--- src/source/l2_pkg.sv ---
////////////////////////////////////////
// L2 cache shared definitions
// Geometry, packet layouts and bus FSM states
////////////////////////////////////////
package l2_pkg;
	localparam int NUM_CORES = 2;
	localparam int NUM_WAYS = 2;
	localparam int NUM_SETS = 8;
	localparam int ADDR_BITS = 10;	// Word address
	localparam int MISS_QUEUE_DEPTH = 4;
	localparam int SET_BITS = $clog2(NUM_SETS);
	localparam int PIPE_DEPTH = 3;	// Slots that may still push a miss

	typedef logic [ADDR_BITS-1:0] l2_addr_t;
	typedef logic [31:0] l2_data_t;	// One word per line
	typedef logic [SET_BITS-1:0] l2_set_idx_t;
	typedef logic [ADDR_BITS-SET_BITS-1:0] l2_tag_t;
	typedef logic [$clog2(NUM_WAYS)-1:0] l2_way_idx_t;
	typedef logic [$clog2(NUM_CORES)-1:0] core_id_t;
	typedef logic [$clog2(NUM_WAYS*NUM_SETS)-1:0] l2_line_idx_t;	// {way, set}
	typedef logic [$clog2(MISS_QUEUE_DEPTH+1)-1:0] l2_queue_cnt_t;
	typedef logic [$clog2(MISS_QUEUE_DEPTH)-1:0] l2_queue_ptr_t;

	typedef enum logic {
		L2_LOAD,
		L2_STORE
	} l2_op_t;

	typedef enum logic [2:0] {
		BUS_IDLE,
		BUS_WB_REQ,
		BUS_WB_RELEASE,
		BUS_RD_REQ,
		BUS_RD_RELEASE,
		BUS_RESTART,
		BUS_WAIT_FILL
	} bus_state_t;

	typedef struct packed {
		logic valid;
		l2_op_t op;
		core_id_t core;
		l2_addr_t addr;
		l2_data_t data;	// Store data
	} l2_request_t;

	typedef struct packed {
		logic valid;
		l2_op_t op;
		core_id_t core;
		l2_addr_t addr;
		l2_data_t data;	// Loaded or stored value
	} l2_response_t;

	typedef struct packed {
		l2_request_t request;
		logic is_fill;	// Restarted after a memory read
		l2_data_t fill_data;
	} l2_stage_t;

	typedef struct packed {
		logic write;
		l2_addr_t addr;
		l2_data_t data;
	} mem_cmd_t;

	typedef struct packed {
		logic valid;
		l2_addr_t addr;
		l2_data_t data;
	} l2_writeback_t;
endpackage

--- src/source/l2_cache_arb.sv ---
////////////////////////////////////////
// L2 arbitrate stage
// Restart first, else round robin cores
////////////////////////////////////////
module l2_cache_arb(
	input  logic                  clk,
	input  logic                  rst_n,
	input  l2_pkg::l2_request_t   core_request[l2_pkg::NUM_CORES],
	output logic                  core_ready[l2_pkg::NUM_CORES],
	input  logic                  restart_valid,
	input  l2_pkg::l2_stage_t     restart,
	input  l2_pkg::l2_queue_cnt_t miss_queue_free,
	output l2_pkg::l2_stage_t     arb_stage);

	logic ready_en;	// Held low for one edge out of reset
	logic accept_ok;
	logic grant_valid;
	l2_pkg::core_id_t grant_id;
	l2_pkg::core_id_t rr_ptr;	// Core with first claim

	// Search from the pointer for the first valid core
	always_comb begin
		l2_pkg::core_id_t cand;
		grant_valid = 1'b0;
		grant_id = rr_ptr;
		for (int i = 0; i < l2_pkg::NUM_CORES; i++) begin
			cand = l2_pkg::core_id_t'(rr_ptr + l2_pkg::core_id_t'(i));
			if (!grant_valid && core_request[cand].valid) begin
				grant_valid = 1'b1;
				grant_id = cand;
			end
		end
	end

	// No core slot while a restart wins, or the miss queue lacks room
	assign accept_ok = ready_en && !restart_valid
		&& miss_queue_free >= l2_pkg::l2_queue_cnt_t'(l2_pkg::PIPE_DEPTH);

	always_comb begin
		for (int i = 0; i < l2_pkg::NUM_CORES; i++)
			core_ready[i] = accept_ok && grant_id == l2_pkg::core_id_t'(i);	// Winner only
	end

	always_ff @(posedge clk or negedge rst_n) begin
		if (!rst_n) begin
			ready_en <= 1'b0;
			rr_ptr <= '0;
			arb_stage <= '0;
		end else begin
			ready_en <= 1'b1;
			if (restart_valid)
				arb_stage <= restart;	// Fill always goes in
			else if (accept_ok && grant_valid) begin
				arb_stage.request <= core_request[grant_id];
				arb_stage.request.core <= grant_id;	// Tag with the granted port
				arb_stage.is_fill <= 1'b0;
				arb_stage.fill_data <= '0;
				rr_ptr <= l2_pkg::core_id_t'(grant_id + 1'b1);	// Past the winner
			end else
				arb_stage <= '0;	// Bubble
		end
	end
endmodule

--- src/source/l2_cache_tag.sv ---
////////////////////////////////////////
// L2 tag stage
// Tag, valid, dirty and LRU state per set
////////////////////////////////////////
module l2_cache_tag(
	input  logic                                     clk,
	input  logic                                     rst_n,
	input  l2_pkg::l2_stage_t                        arb_stage,
	input  logic                                     tag_update_en,
	input  l2_pkg::l2_set_idx_t                      tag_update_set,
	input  l2_pkg::l2_way_idx_t                      tag_update_way,
	input  l2_pkg::l2_tag_t                          tag_update_tag,
	input  logic                                     tag_update_valid,
	input  logic                                     dirty_update_value,
	input  logic                                     lru_update_en,
	input  l2_pkg::l2_way_idx_t                      lru_update_way,
	output l2_pkg::l2_stage_t                        tag_stage,
	output l2_pkg::l2_tag_t [l2_pkg::NUM_WAYS-1:0]   way_tag,
	output logic [l2_pkg::NUM_WAYS-1:0]              way_valid,
	output logic [l2_pkg::NUM_WAYS-1:0]              way_dirty,
	output l2_pkg::l2_way_idx_t                      lru_way);

	l2_pkg::l2_tag_t tag_array[l2_pkg::NUM_SETS][l2_pkg::NUM_WAYS];
	logic [l2_pkg::NUM_WAYS-1:0] valid_array[l2_pkg::NUM_SETS];
	logic [l2_pkg::NUM_WAYS-1:0] dirty_array[l2_pkg::NUM_SETS];
	l2_pkg::l2_way_idx_t lru_array[l2_pkg::NUM_SETS];	// Way to evict next
	l2_pkg::l2_set_idx_t read_set;
	logic set_match;	// Update hits the set being read

	assign read_set = arb_stage.request.addr[l2_pkg::SET_BITS-1:0];
	assign set_match = tag_update_set == read_set;

	always_ff @(posedge clk or negedge rst_n) begin
		if (!rst_n) begin
			for (int s = 0; s < l2_pkg::NUM_SETS; s++) begin
				valid_array[s] <= '0;
				dirty_array[s] <= '0;
				lru_array[s] <= '0;
			end
		end else begin
			if (tag_update_en) begin
				valid_array[tag_update_set][tag_update_way] <= tag_update_valid;
				dirty_array[tag_update_set][tag_update_way] <= dirty_update_value;
			end
			if (lru_update_en)
				lru_array[tag_update_set] <= lru_update_way;	// Same set as tag port
		end
	end

	always_ff @(posedge clk) begin
		if (tag_update_en)
			tag_array[tag_update_set][tag_update_way] <= tag_update_tag;
	end

	// Registered read, newest update wins
	always_ff @(posedge clk) begin
		for (int w = 0; w < l2_pkg::NUM_WAYS; w++) begin
			if (tag_update_en && set_match && tag_update_way == l2_pkg::l2_way_idx_t'(w)) begin
				way_tag[w] <= tag_update_tag;
				way_valid[w] <= tag_update_valid;
				way_dirty[w] <= dirty_update_value;
			end else begin
				way_tag[w] <= tag_array[read_set][w];
				way_valid[w] <= valid_array[read_set][w];
				way_dirty[w] <= dirty_array[read_set][w];
			end
		end
		lru_way <= (lru_update_en && set_match) ? lru_update_way : lru_array[read_set];
	end

	always_ff @(posedge clk or negedge rst_n) begin
		if (!rst_n)
			tag_stage <= '0;
		else
			tag_stage <= arb_stage;
	end
endmodule

--- src/source/l2_cache_read.sv ---
////////////////////////////////////////
// L2 read stage
// Hit check, data read, tag and LRU update
////////////////////////////////////////
module l2_cache_read(
	input  logic                                   clk,
	input  logic                                   rst_n,
	input  l2_pkg::l2_stage_t                      tag_stage,
	input  l2_pkg::l2_tag_t [l2_pkg::NUM_WAYS-1:0] way_tag,
	input  logic [l2_pkg::NUM_WAYS-1:0]            way_valid,
	input  logic [l2_pkg::NUM_WAYS-1:0]            way_dirty,
	input  l2_pkg::l2_way_idx_t                    lru_way,
	input  logic                                   data_write_en,
	input  l2_pkg::l2_line_idx_t                   data_write_idx,
	input  l2_pkg::l2_data_t                       data_write_data,
	output logic                                   tag_update_en,
	output l2_pkg::l2_set_idx_t                    tag_update_set,
	output l2_pkg::l2_way_idx_t                    tag_update_way,
	output l2_pkg::l2_tag_t                        tag_update_tag,
	output logic                                   tag_update_valid,
	output logic                                   dirty_update_value,
	output logic                                   lru_update_en,
	output l2_pkg::l2_way_idx_t                    lru_update_way,
	output l2_pkg::l2_stage_t                      read_stage,
	output logic                                   read_hit,
	output l2_pkg::l2_way_idx_t                    read_way,
	output l2_pkg::l2_data_t                       read_data,
	output l2_pkg::l2_writeback_t                  victim);

	l2_pkg::l2_data_t data_array[l2_pkg::NUM_WAYS*l2_pkg::NUM_SETS];
	l2_pkg::l2_set_idx_t req_set;
	l2_pkg::l2_tag_t req_tag;
	logic is_store;
	logic hit;
	l2_pkg::l2_way_idx_t hit_way;
	l2_pkg::l2_way_idx_t access_way;	// Hit way, or victim for a fill
	l2_pkg::l2_line_idx_t line_idx;
	l2_pkg::l2_data_t line_data;
	l2_pkg::l2_writeback_t victim_next;

	assign req_set = tag_stage.request.addr[l2_pkg::SET_BITS-1:0];
	assign req_tag = tag_stage.request.addr[l2_pkg::ADDR_BITS-1:l2_pkg::SET_BITS];
	assign is_store = tag_stage.request.op == l2_pkg::L2_STORE;

	always_comb begin
		hit = 1'b0;
		hit_way = '0;
		for (int w = 0; w < l2_pkg::NUM_WAYS; w++) begin
			if (way_valid[w] && way_tag[w] == req_tag) begin
				hit = 1'b1;
				hit_way = l2_pkg::l2_way_idx_t'(w);
			end
		end
	end

	assign access_way = hit ? hit_way : lru_way;
	assign line_idx = {access_way, req_set};
	// Write from the update stage in this cycle is newer than the array
	assign line_data = (data_write_en && data_write_idx == line_idx) ? data_write_data
		: data_array[line_idx];

	// Hits touch the line, fills that miss install a new tag
	assign tag_update_en = tag_stage.request.valid && (hit || tag_stage.is_fill);
	assign tag_update_set = req_set;
	assign tag_update_way = access_way;
	assign tag_update_tag = req_tag;
	assign tag_update_valid = 1'b1;
	assign dirty_update_value = is_store || (hit && way_dirty[access_way]);	// Load fill is clean
	assign lru_update_en = tag_update_en;
	assign lru_update_way = ~access_way;	// Other way goes next

	// Dirty victim of a fresh fill
	assign victim_next.valid = tag_stage.request.valid && tag_stage.is_fill && !hit
		&& way_valid[lru_way] && way_dirty[lru_way];
	assign victim_next.addr = {way_tag[lru_way], req_set};
	assign victim_next.data = line_data;

	always_ff @(posedge clk) begin
		if (data_write_en)
			data_array[data_write_idx] <= data_write_data;
	end

	always_ff @(posedge clk or negedge rst_n) begin
		if (!rst_n) begin
			read_stage <= '0;
			read_hit <= 1'b0;
			victim <= '0;
		end else begin
			read_stage <= tag_stage;
			read_hit <= hit;
			victim <= victim_next;
		end
	end

	always_ff @(posedge clk) begin
		read_way <= access_way;
		read_data <= line_data;
	end
endmodule

--- src/source/l2_cache_update.sv ---
////////////////////////////////////////
// L2 update stage
// Data write, response and miss handoff
////////////////////////////////////////
module l2_cache_update(
	input  logic                  clk,
	input  logic                  rst_n,
	input  l2_pkg::l2_stage_t     read_stage,
	input  logic                  read_hit,
	input  l2_pkg::l2_way_idx_t   read_way,
	input  l2_pkg::l2_data_t      read_data,
	input  l2_pkg::l2_writeback_t victim,
	output logic                  data_write_en,
	output l2_pkg::l2_line_idx_t  data_write_idx,
	output l2_pkg::l2_data_t      data_write_data,
	output l2_pkg::l2_response_t  response,
	output logic                  miss_push,
	output l2_pkg::l2_request_t   miss_request,
	output logic                  fill_done,
	output l2_pkg::l2_writeback_t fill_writeback);

	l2_pkg::l2_request_t req;
	logic is_store;
	logic served;	// Hit or fill, answered now
	logic fresh_fill;	// Fill that takes the memory data

	assign req = read_stage.request;
	assign is_store = req.op == l2_pkg::L2_STORE;
	assign served = req.valid && (read_hit || read_stage.is_fill);
	assign fresh_fill = read_stage.is_fill && !read_hit;	// Collided fill drops memory data

	assign data_write_en = served && (is_store || fresh_fill);
	assign data_write_idx = {read_way, req.addr[l2_pkg::SET_BITS-1:0]};
	assign data_write_data = is_store ? req.data : read_stage.fill_data;

	assign miss_push = req.valid && !read_hit && !read_stage.is_fill;
	assign miss_request = req;
	assign fill_done = req.valid && read_stage.is_fill;	// Frees the bus FSM
	assign fill_writeback = victim;

	always_ff @(posedge clk or negedge rst_n) begin
		if (!rst_n)
			response <= '0;
		else begin
			response.valid <= served;
			response.op <= req.op;
			response.core <= req.core;
			response.addr <= req.addr;
			if (is_store)
				response.data <= req.data;
			else
				response.data <= fresh_fill ? read_stage.fill_data : read_data;
		end
	end
endmodule

--- src/source/l2_bus_interface.sv ---
////////////////////////////////////////
// L2 bus interface
// Miss FIFO, memory req/ack and fill restart
////////////////////////////////////////
module l2_bus_interface(
	input  logic                  clk,
	input  logic                  rst_n,
	input  logic                  miss_push,
	input  l2_pkg::l2_request_t   miss_request,
	input  logic                  fill_done,
	input  l2_pkg::l2_writeback_t fill_writeback,
	output l2_pkg::l2_queue_cnt_t miss_queue_free,
	output logic                  restart_valid,
	output l2_pkg::l2_stage_t     restart,
	output logic                  mem_req,
	output l2_pkg::mem_cmd_t      mem_cmd,
	input  logic                  mem_ack,
	input  l2_pkg::l2_data_t      mem_rdata);

	l2_pkg::l2_request_t queue[l2_pkg::MISS_QUEUE_DEPTH];
	l2_pkg::l2_queue_ptr_t head;
	l2_pkg::l2_queue_ptr_t tail;
	l2_pkg::l2_queue_cnt_t count;
	l2_pkg::bus_state_t state;
	l2_pkg::l2_data_t read_line;	// Word from the last memory read
	logic pop;

	assign pop = state == l2_pkg::BUS_RESTART;	// Head leaves as it restarts
	// Same-cycle push already counted so the arbiter sees true room
	assign miss_queue_free = l2_pkg::l2_queue_cnt_t'(l2_pkg::MISS_QUEUE_DEPTH) - count
		- l2_pkg::l2_queue_cnt_t'(miss_push);
	assign restart_valid = pop;
	assign mem_req = state == l2_pkg::BUS_RD_REQ || state == l2_pkg::BUS_WB_REQ;

	always_comb begin
		restart.request = queue[head];
		restart.is_fill = 1'b1;
		restart.fill_data = read_line;
	end

	always_ff @(posedge clk) begin
		if (miss_push)
			queue[tail] <= miss_request;
		if (state == l2_pkg::BUS_RD_REQ && mem_ack)
			read_line <= mem_rdata;	// Sampled while ack is high
	end

	always_ff @(posedge clk or negedge rst_n) begin
		if (!rst_n) begin
			head <= '0;
			tail <= '0;
			count <= '0;
			state <= l2_pkg::BUS_IDLE;
			mem_cmd <= '0;
		end else begin
			if (miss_push)
				tail <= tail + 1'b1;
			if (miss_push && !pop)
				count <= count + 1'b1;
			else if (!miss_push && pop)
				count <= count - 1'b1;

			case (state)
				l2_pkg::BUS_IDLE: begin
					if (count != '0) begin
						mem_cmd <= '{write: 1'b0, addr: queue[head].addr, data: '0};
						state <= l2_pkg::BUS_RD_REQ;
					end
				end
				l2_pkg::BUS_RD_REQ: if (mem_ack) state <= l2_pkg::BUS_RD_RELEASE;
				l2_pkg::BUS_RD_RELEASE: if (!mem_ack) state <= l2_pkg::BUS_RESTART;
				l2_pkg::BUS_RESTART: begin
					head <= head + 1'b1;
					state <= l2_pkg::BUS_WAIT_FILL;	// Offered for one cycle
				end
				l2_pkg::BUS_WAIT_FILL: begin
					if (fill_done && fill_writeback.valid) begin
						// Victim goes out before any further read
						mem_cmd <= '{write: 1'b1, addr: fill_writeback.addr,
							data: fill_writeback.data};
						state <= l2_pkg::BUS_WB_REQ;
					end else if (fill_done)
						state <= l2_pkg::BUS_IDLE;
				end
				l2_pkg::BUS_WB_REQ: if (mem_ack) state <= l2_pkg::BUS_WB_RELEASE;
				l2_pkg::BUS_WB_RELEASE: if (!mem_ack) state <= l2_pkg::BUS_IDLE;
				default: state <= l2_pkg::BUS_IDLE;
			endcase
		end
	end
endmodule

--- src/source/l2_cache.sv ---
////////////////////////////////////////
// Shared two-core L2 cache
// Four pipeline stages and a bus interface
////////////////////////////////////////
module l2_cache(
	input  logic                 clk,
	input  logic                 rst_n,
	input  l2_pkg::l2_request_t  core_request[l2_pkg::NUM_CORES],
	output logic                 core_ready[l2_pkg::NUM_CORES],
	output l2_pkg::l2_response_t response,
	output logic                 mem_req,
	output l2_pkg::mem_cmd_t     mem_cmd,
	input  logic                 mem_ack,
	input  l2_pkg::l2_data_t     mem_rdata);

	// Restart path and miss queue room
	logic restart_valid;
	l2_pkg::l2_stage_t restart;
	l2_pkg::l2_queue_cnt_t miss_queue_free;

	// Stage registers
	l2_pkg::l2_stage_t arb_stage;
	l2_pkg::l2_stage_t tag_stage;
	l2_pkg::l2_stage_t read_stage;

	// Tag write port from the read stage
	logic tag_update_en;
	l2_pkg::l2_set_idx_t tag_update_set;
	l2_pkg::l2_way_idx_t tag_update_way;
	l2_pkg::l2_tag_t tag_update_tag;
	logic tag_update_valid;
	logic dirty_update_value;
	logic lru_update_en;
	l2_pkg::l2_way_idx_t lru_update_way;

	// Tag read results
	l2_pkg::l2_tag_t [l2_pkg::NUM_WAYS-1:0] way_tag;
	logic [l2_pkg::NUM_WAYS-1:0] way_valid;
	logic [l2_pkg::NUM_WAYS-1:0] way_dirty;
	l2_pkg::l2_way_idx_t lru_way;

	// Data array write port from the update stage
	logic data_write_en;
	l2_pkg::l2_line_idx_t data_write_idx;
	l2_pkg::l2_data_t data_write_data;

	logic read_hit;
	l2_pkg::l2_way_idx_t read_way;
	l2_pkg::l2_data_t read_data;
	l2_pkg::l2_writeback_t victim;

	// Update stage to bus interface
	logic miss_push;
	l2_pkg::l2_request_t miss_request;
	logic fill_done;
	l2_pkg::l2_writeback_t fill_writeback;

	l2_cache_arb l2_cache_arb(.*);
	l2_cache_tag l2_cache_tag(.*);
	l2_cache_read l2_cache_read(.*);
	l2_cache_update l2_cache_update(.*);
	l2_bus_interface l2_bus_interface(.*);
endmodule

--- config.mk ---
export PLATFORM = sky130hd
export DESIGN_NAME = l2_cache
export DESIGN_NICKNAME = d
export VERILOG_FILES = /design/src/source/l2_pkg.sv /design/src/source/l2_cache_arb.sv /design/src/source/l2_cache_tag.sv /design/src/source/l2_cache_read.sv /design/src/source/l2_cache_update.sv /design/src/source/l2_bus_interface.sv /design/src/source/l2_cache.sv
export SDC_FILE = /design/constraint.sdc
export NUM_CORES = 1
export LEC_CHECK = 0
export BUFFER_PORTS_ARGS = -buffer_cell sky130_fd_sc_hd__buf_2
export CORE_MARGIN = 5
export CORE_UTILIZATION = 30
export CTS_CLUSTER_DIAMETER = 60
export CTS_CLUSTER_SIZE = 14
export DETAILED_ROUTE_END_ITERATION = 6
export PLACE_DENSITY = 0.57
export SKIP_CTS_REPAIR_TIMING = 1
export SYNTH_ARGS = -nofsm -noshare
export SYNTH_HDL_FRONTEND = slang
export SYNTH_SLANG_ARGS = --single-unit
--- constraint.sdc ---
create_clock -name clk -period 9.84 [get_ports clk]
set_clock_uncertainty 0.05 [all_clocks]
set_input_delay 0.492 -clock clk [delete_from_list [all_inputs] [get_ports clk]]
set_output_delay 0.492 -clock clk [all_outputs]
set_load 0.005 [all_outputs]
==> metrics.md <==
| Metric | Value |
|---|---|
| CTS root buf | clkbuf_16 |
| Core box area | 153700 um2 |
| GRT Total Usage | about 14% |
| Top cells by area, synth | edfxtp_1 54%, dfrtp_1 22%, a22oi_1 4.2% |
| M1 WL | 53.57 mm |
| Main synth FF type | edfxtp_1 |
| Cell Chain, Critical Path | buf_4, mux4_2, mux2i_1, xor2_1, nand3_1, nor4_4, o211ai_1, nor2_1, mux2_2 |
| Max-cap violations | 0 |
| Die height | ~400 um |
| Clock Path Buffers | 3 |
| Cts bufs inserted | 104 |
| Antenna viol nets, final | 0 |
| Worst relative slew slack | 16.92% |
| Top cell type's share of synthesized area | 54.21% |
| Die area | 162300 um2 |
| Final Slew Violations | 0 |
| CTS Sinks | around 1300 |
| Area growth syn-to-layout | 15.72% |
| Wire length on met2 | approximately 55 mm |
| Worst-Skew Late Latency | roughly 700 ps |
| First-pass GRT wire length | 171.4 mm |
| Fin nets | between 3000 and 4000 |
| # rows | around 140 |
| CTS tree | built |
| Die Wd | 402.9 um |
| Hpwl dp | slightly below 70 mm |
| Vias | between 20000 and 25000 |
| Critical path type | flop to flop |
| Yosys top cell by area | edfxtp_1 |
| Async SR Flop Fraction | 32.12% |
| Reg clk slew, reported paths | roughly 70 ps |
| Pre-CTS WS | between 5000 and 6000 ps |
| Drt total wl | 118.4 mm |
| Startpoint Class | flop |
| Slew @ Worst Pin | between 1000 and 1500 ps |
| Minimum hold slack | about 44 ps |
| Crit share post-route | 45.41% |
| Worst R2R End | l2_cache_tag.dirty_array[4] |
| Hold depth | 3 |
| R2R setup slack | about 5400 ps |
| Critical path's slowest cell | nor2_1 |
| Bufs and invs on worst path | 1 |
| Yosys cell types | slightly below 60 |
| Slowest stage delay, CP | between 900 and 1000 ps |
| Initial core utilization | between 30% and 40% |
| Final hold violations | 0 |
| Vias in the first global route | about 25000 |
| Syn Nets | 2759 |
| Max frequency | 223.8 MHz |
| RSZ-0062 raised after global routing | false |
| Post-Syn Area | between 40000 and 50000 um2 |
| Final RePlAce weighted congestion | about 0.75 |
| H-Tree Depth | 3 |
| Tot Pwr | 0.01509 W |
| Status | finished, final reports clean |
| Worst-path maximum fanout | 29 |
| Synth warn | 0 |
| Final setup violation count | 0 |
| Post-Synthesis Mean Instance Area | 17.63 um2 |
| Largest net degree at the start of global routing | 153 |
| WHS Endpoint | l2_cache_arb.arb_stage[40] |
| Pwr/cell area | between 200 and 300 nW/um2 |
| Peak VDD IR | ~0.19 mV |
| Crit end category | flop |
| Ports | 216 |
| Post-Syn Instances | roughly 2600 |
| Hold WC Path Type | primary input to flop |
| Initial drt markers | 2175 |
| Number of port buffers | between 200 and 250 |
| Crit path DAT | ~5000 ps |
| Drt drc | 0 |
| DR pass1 iterations | 7 |
| GR Overflow Total | 0 |
| Pleak | between 15 and 20 nW |
| Yosys reg bits | between 1000 and 1500 |
| Initial antenna violation count | 6 |
| Worst Min Path Start | core_request[52] |
| DR WL met3 | approximately 7.8 mm |
| Share of post-route cells with drive strength above 1 | 20.81% |
| DR vias/cell | between 4 and 5 |
| Sequential element share of the synthesized area | between 70% and 80% |
| Highest metal used | met4 |
| Wirelength per Cell | 23.44 um |
| Post-synth EDFFs | about 840 |
| R2R cell count | 9 |
| Final core occ | a little over a third |
| Final setup TNS | 0 ps |
| CP required | roughly 10000 ps |
| Worst setup margin | 5372 ps |
| Final min period | approximately 4500 ps |
| CP top delay family | simple AND/OR/NAND/NOR gates |
[cells in the mapped netlist (7+ instances only)]
| master | instances |
|---|---|
| edfxtp_1 | 836 |
| dfrtp_1 | 415 |
| a22oi_1 | 261 |
| o21ai_0 | 151 |
| mux2i_1 | 129 |
| nand2_1 | 112 |
| clkbuf_1 | 95 |
| nand4_1 | 66 |
| mux4_2 | 61 |
| mux2_2 | 59 |
| a22o_1 | 48 |
| nor2_1 | 44 |
| inv_1 | 42 |
| dfxtp_1 | 41 |
| and3_1 | 37 |
| buf_1 | 31 |
| mux2_4 | 31 |
| or2_2 | 20 |
| or3_1 | 14 |
| nand3_1 | 13 |
| nor3_1 | 10 |
| nor2b_1 | 9 |
| xnor2_1 | 8 |
| xor2_1 | 8 |
| a21oi_1 | 7 |
| ha_1 | 7 |
| o31ai_1 | 7 |
[cells in the final DEF, fill, tap and decap left out, types with 41 or more instances in the layout]
| cell type | Yosys | final |
|---|---|---|
| buf_4 | 4 | 77 |
| edfxtp_1 | 836 | 836 |
| nand4_1 | 66 | 66 |
| a22o_1 | 48 | 48 |
| o21ai_0 | 151 | 147 |
| mux2_2 | 59 | 59 |
| buf_2 | 6 | 212 |
| mux4_2 | 61 | 61 |
| a22oi_1 | 261 | 261 |
| mux2i_1 | 129 | 129 |
| inv_1 | 42 | 41 |
| clkbuf_16 | 0 | 107 |
| clkbuf_1 | 95 | 76 |
| dfxtp_1 | 41 | 41 |
| nand2_1 | 112 | 112 |
| dfrtp_1 | 415 | 412 |
[registers in the layout, indices dropped and copies added, names as in the netlist, 2 cells and up, named ones only]
name	cells
l2_cache_tag.valid_array	16
l2_bus_interface.head	2
l2_cache_tag.lru_array	8
l2_cache_read.read_stage	78
l2_cache_tag.tag_stage	78
l2_cache_read.victim	40
l2_cache_arb.arb_stage	78
l2_cache_update.response	45
l2_bus_interface.state	3
l2_cache_read.data_array	512
l2_cache_tag.way_valid	2
l2_bus_interface.count	3
l2_cache_tag.dirty_array	16
l2_cache_read.read_data	32
l2_bus_interface.tail	2
l2_cache_tag.tag_array	112
l2_bus_interface.read_line	32
l2_bus_interface.queue	180
l2_bus_interface.mem_cmd	43
l2_cache_tag.way_dirty	2
[power breakdown]
part	internal [W]	total (W)	switching (W)
Clock	0.00207	0.00394	0.00187
Combinational	0.00143	0.00354	0.00210
Sequential	0.00690	0.00761	0.000710
[per-layer routing]
layer  vias up  GRT usage (%)
met5         -              0
met2       795          21.94
li1      10730              -
met1     12880          20.97
met3       136          2.390
met4         0          3.436
[final cells by class]
class                      instances  area [um2]
antenna                            2       5.005
inverter                          44       165.2
multi-input combinational       1149        9447
fill                           14520      100100
sequential                      1292       36320
tap                             2044        2557
clock buffer                     184        2977
timing repair buffer             325        2014
clock inverter                     9       106.4
[how the worst max path moves through the flow]
| stage | start | endpoint | slack (ps) | depth (start not counted) |
|---|---|---|---|---|
| 2_1_floorplan | l2_cache_read.read_stage[32] | l2_cache_read.data_array[0][0] | 5820 | 5 |
| 3_3_place_gp | flop | l2_cache_tag.dirty_array[4] | 5400 | 9 |
| 3_5_place_dp | flop | l2_cache_tag.dirty_array[2] | 5380 | 9 |
| 4_1_cts | flop | l2_cache_tag.dirty_array[2] | 5370 | 9 |
| 5_1_grt | flop | l2_cache_tag.dirty_array[4] | 5090 | 9 |
| 6_report | flop | l2_cache_tag.dirty_array[4] | 5370 | 9 |
[worst register-to-register path: cells and delay by family (launching register included)]
family                 cells  cell delay (ps)
AND/OR/NAND/NOR            3             1620
XOR/XNOR                   1              190
buffers and inverters      1              420
flip-flops                 1              310
multiplexers               3             1250
AO/OA/AOI/OAI              1              510
[kinds of logic after synthesis]
| family | count (synthesis) | synth area share, % |
|---|---|---|
| and+or+nand+nor | 352 | 3.934 |
| DFF | 1292 | 78.41 |
| xor gates and xnor gates | 16 | 0.3026 |
| adders and majority gates | 8 | 0.2324 |
| AOI/OAI and AO/OA | 490 | 7.219 |
| buffers and inverters | 185 | 1.629 |
| other | 1 | 0.008098 |
| muxes | 282 | 8.268 |
[per-stage QoR]
step / area, um2 / instances
2_1_floorplan: 46310 / 2626
3_3_place_gp: 50160 / 4820
3_5_place_dp: 50160 / 4820
4_1_cts: 53240 / 5013
5_1_grt: 53590 / 5047
6_report: 53590 / 5049
No activity file was read; power rests on OpenSTA's default activity.
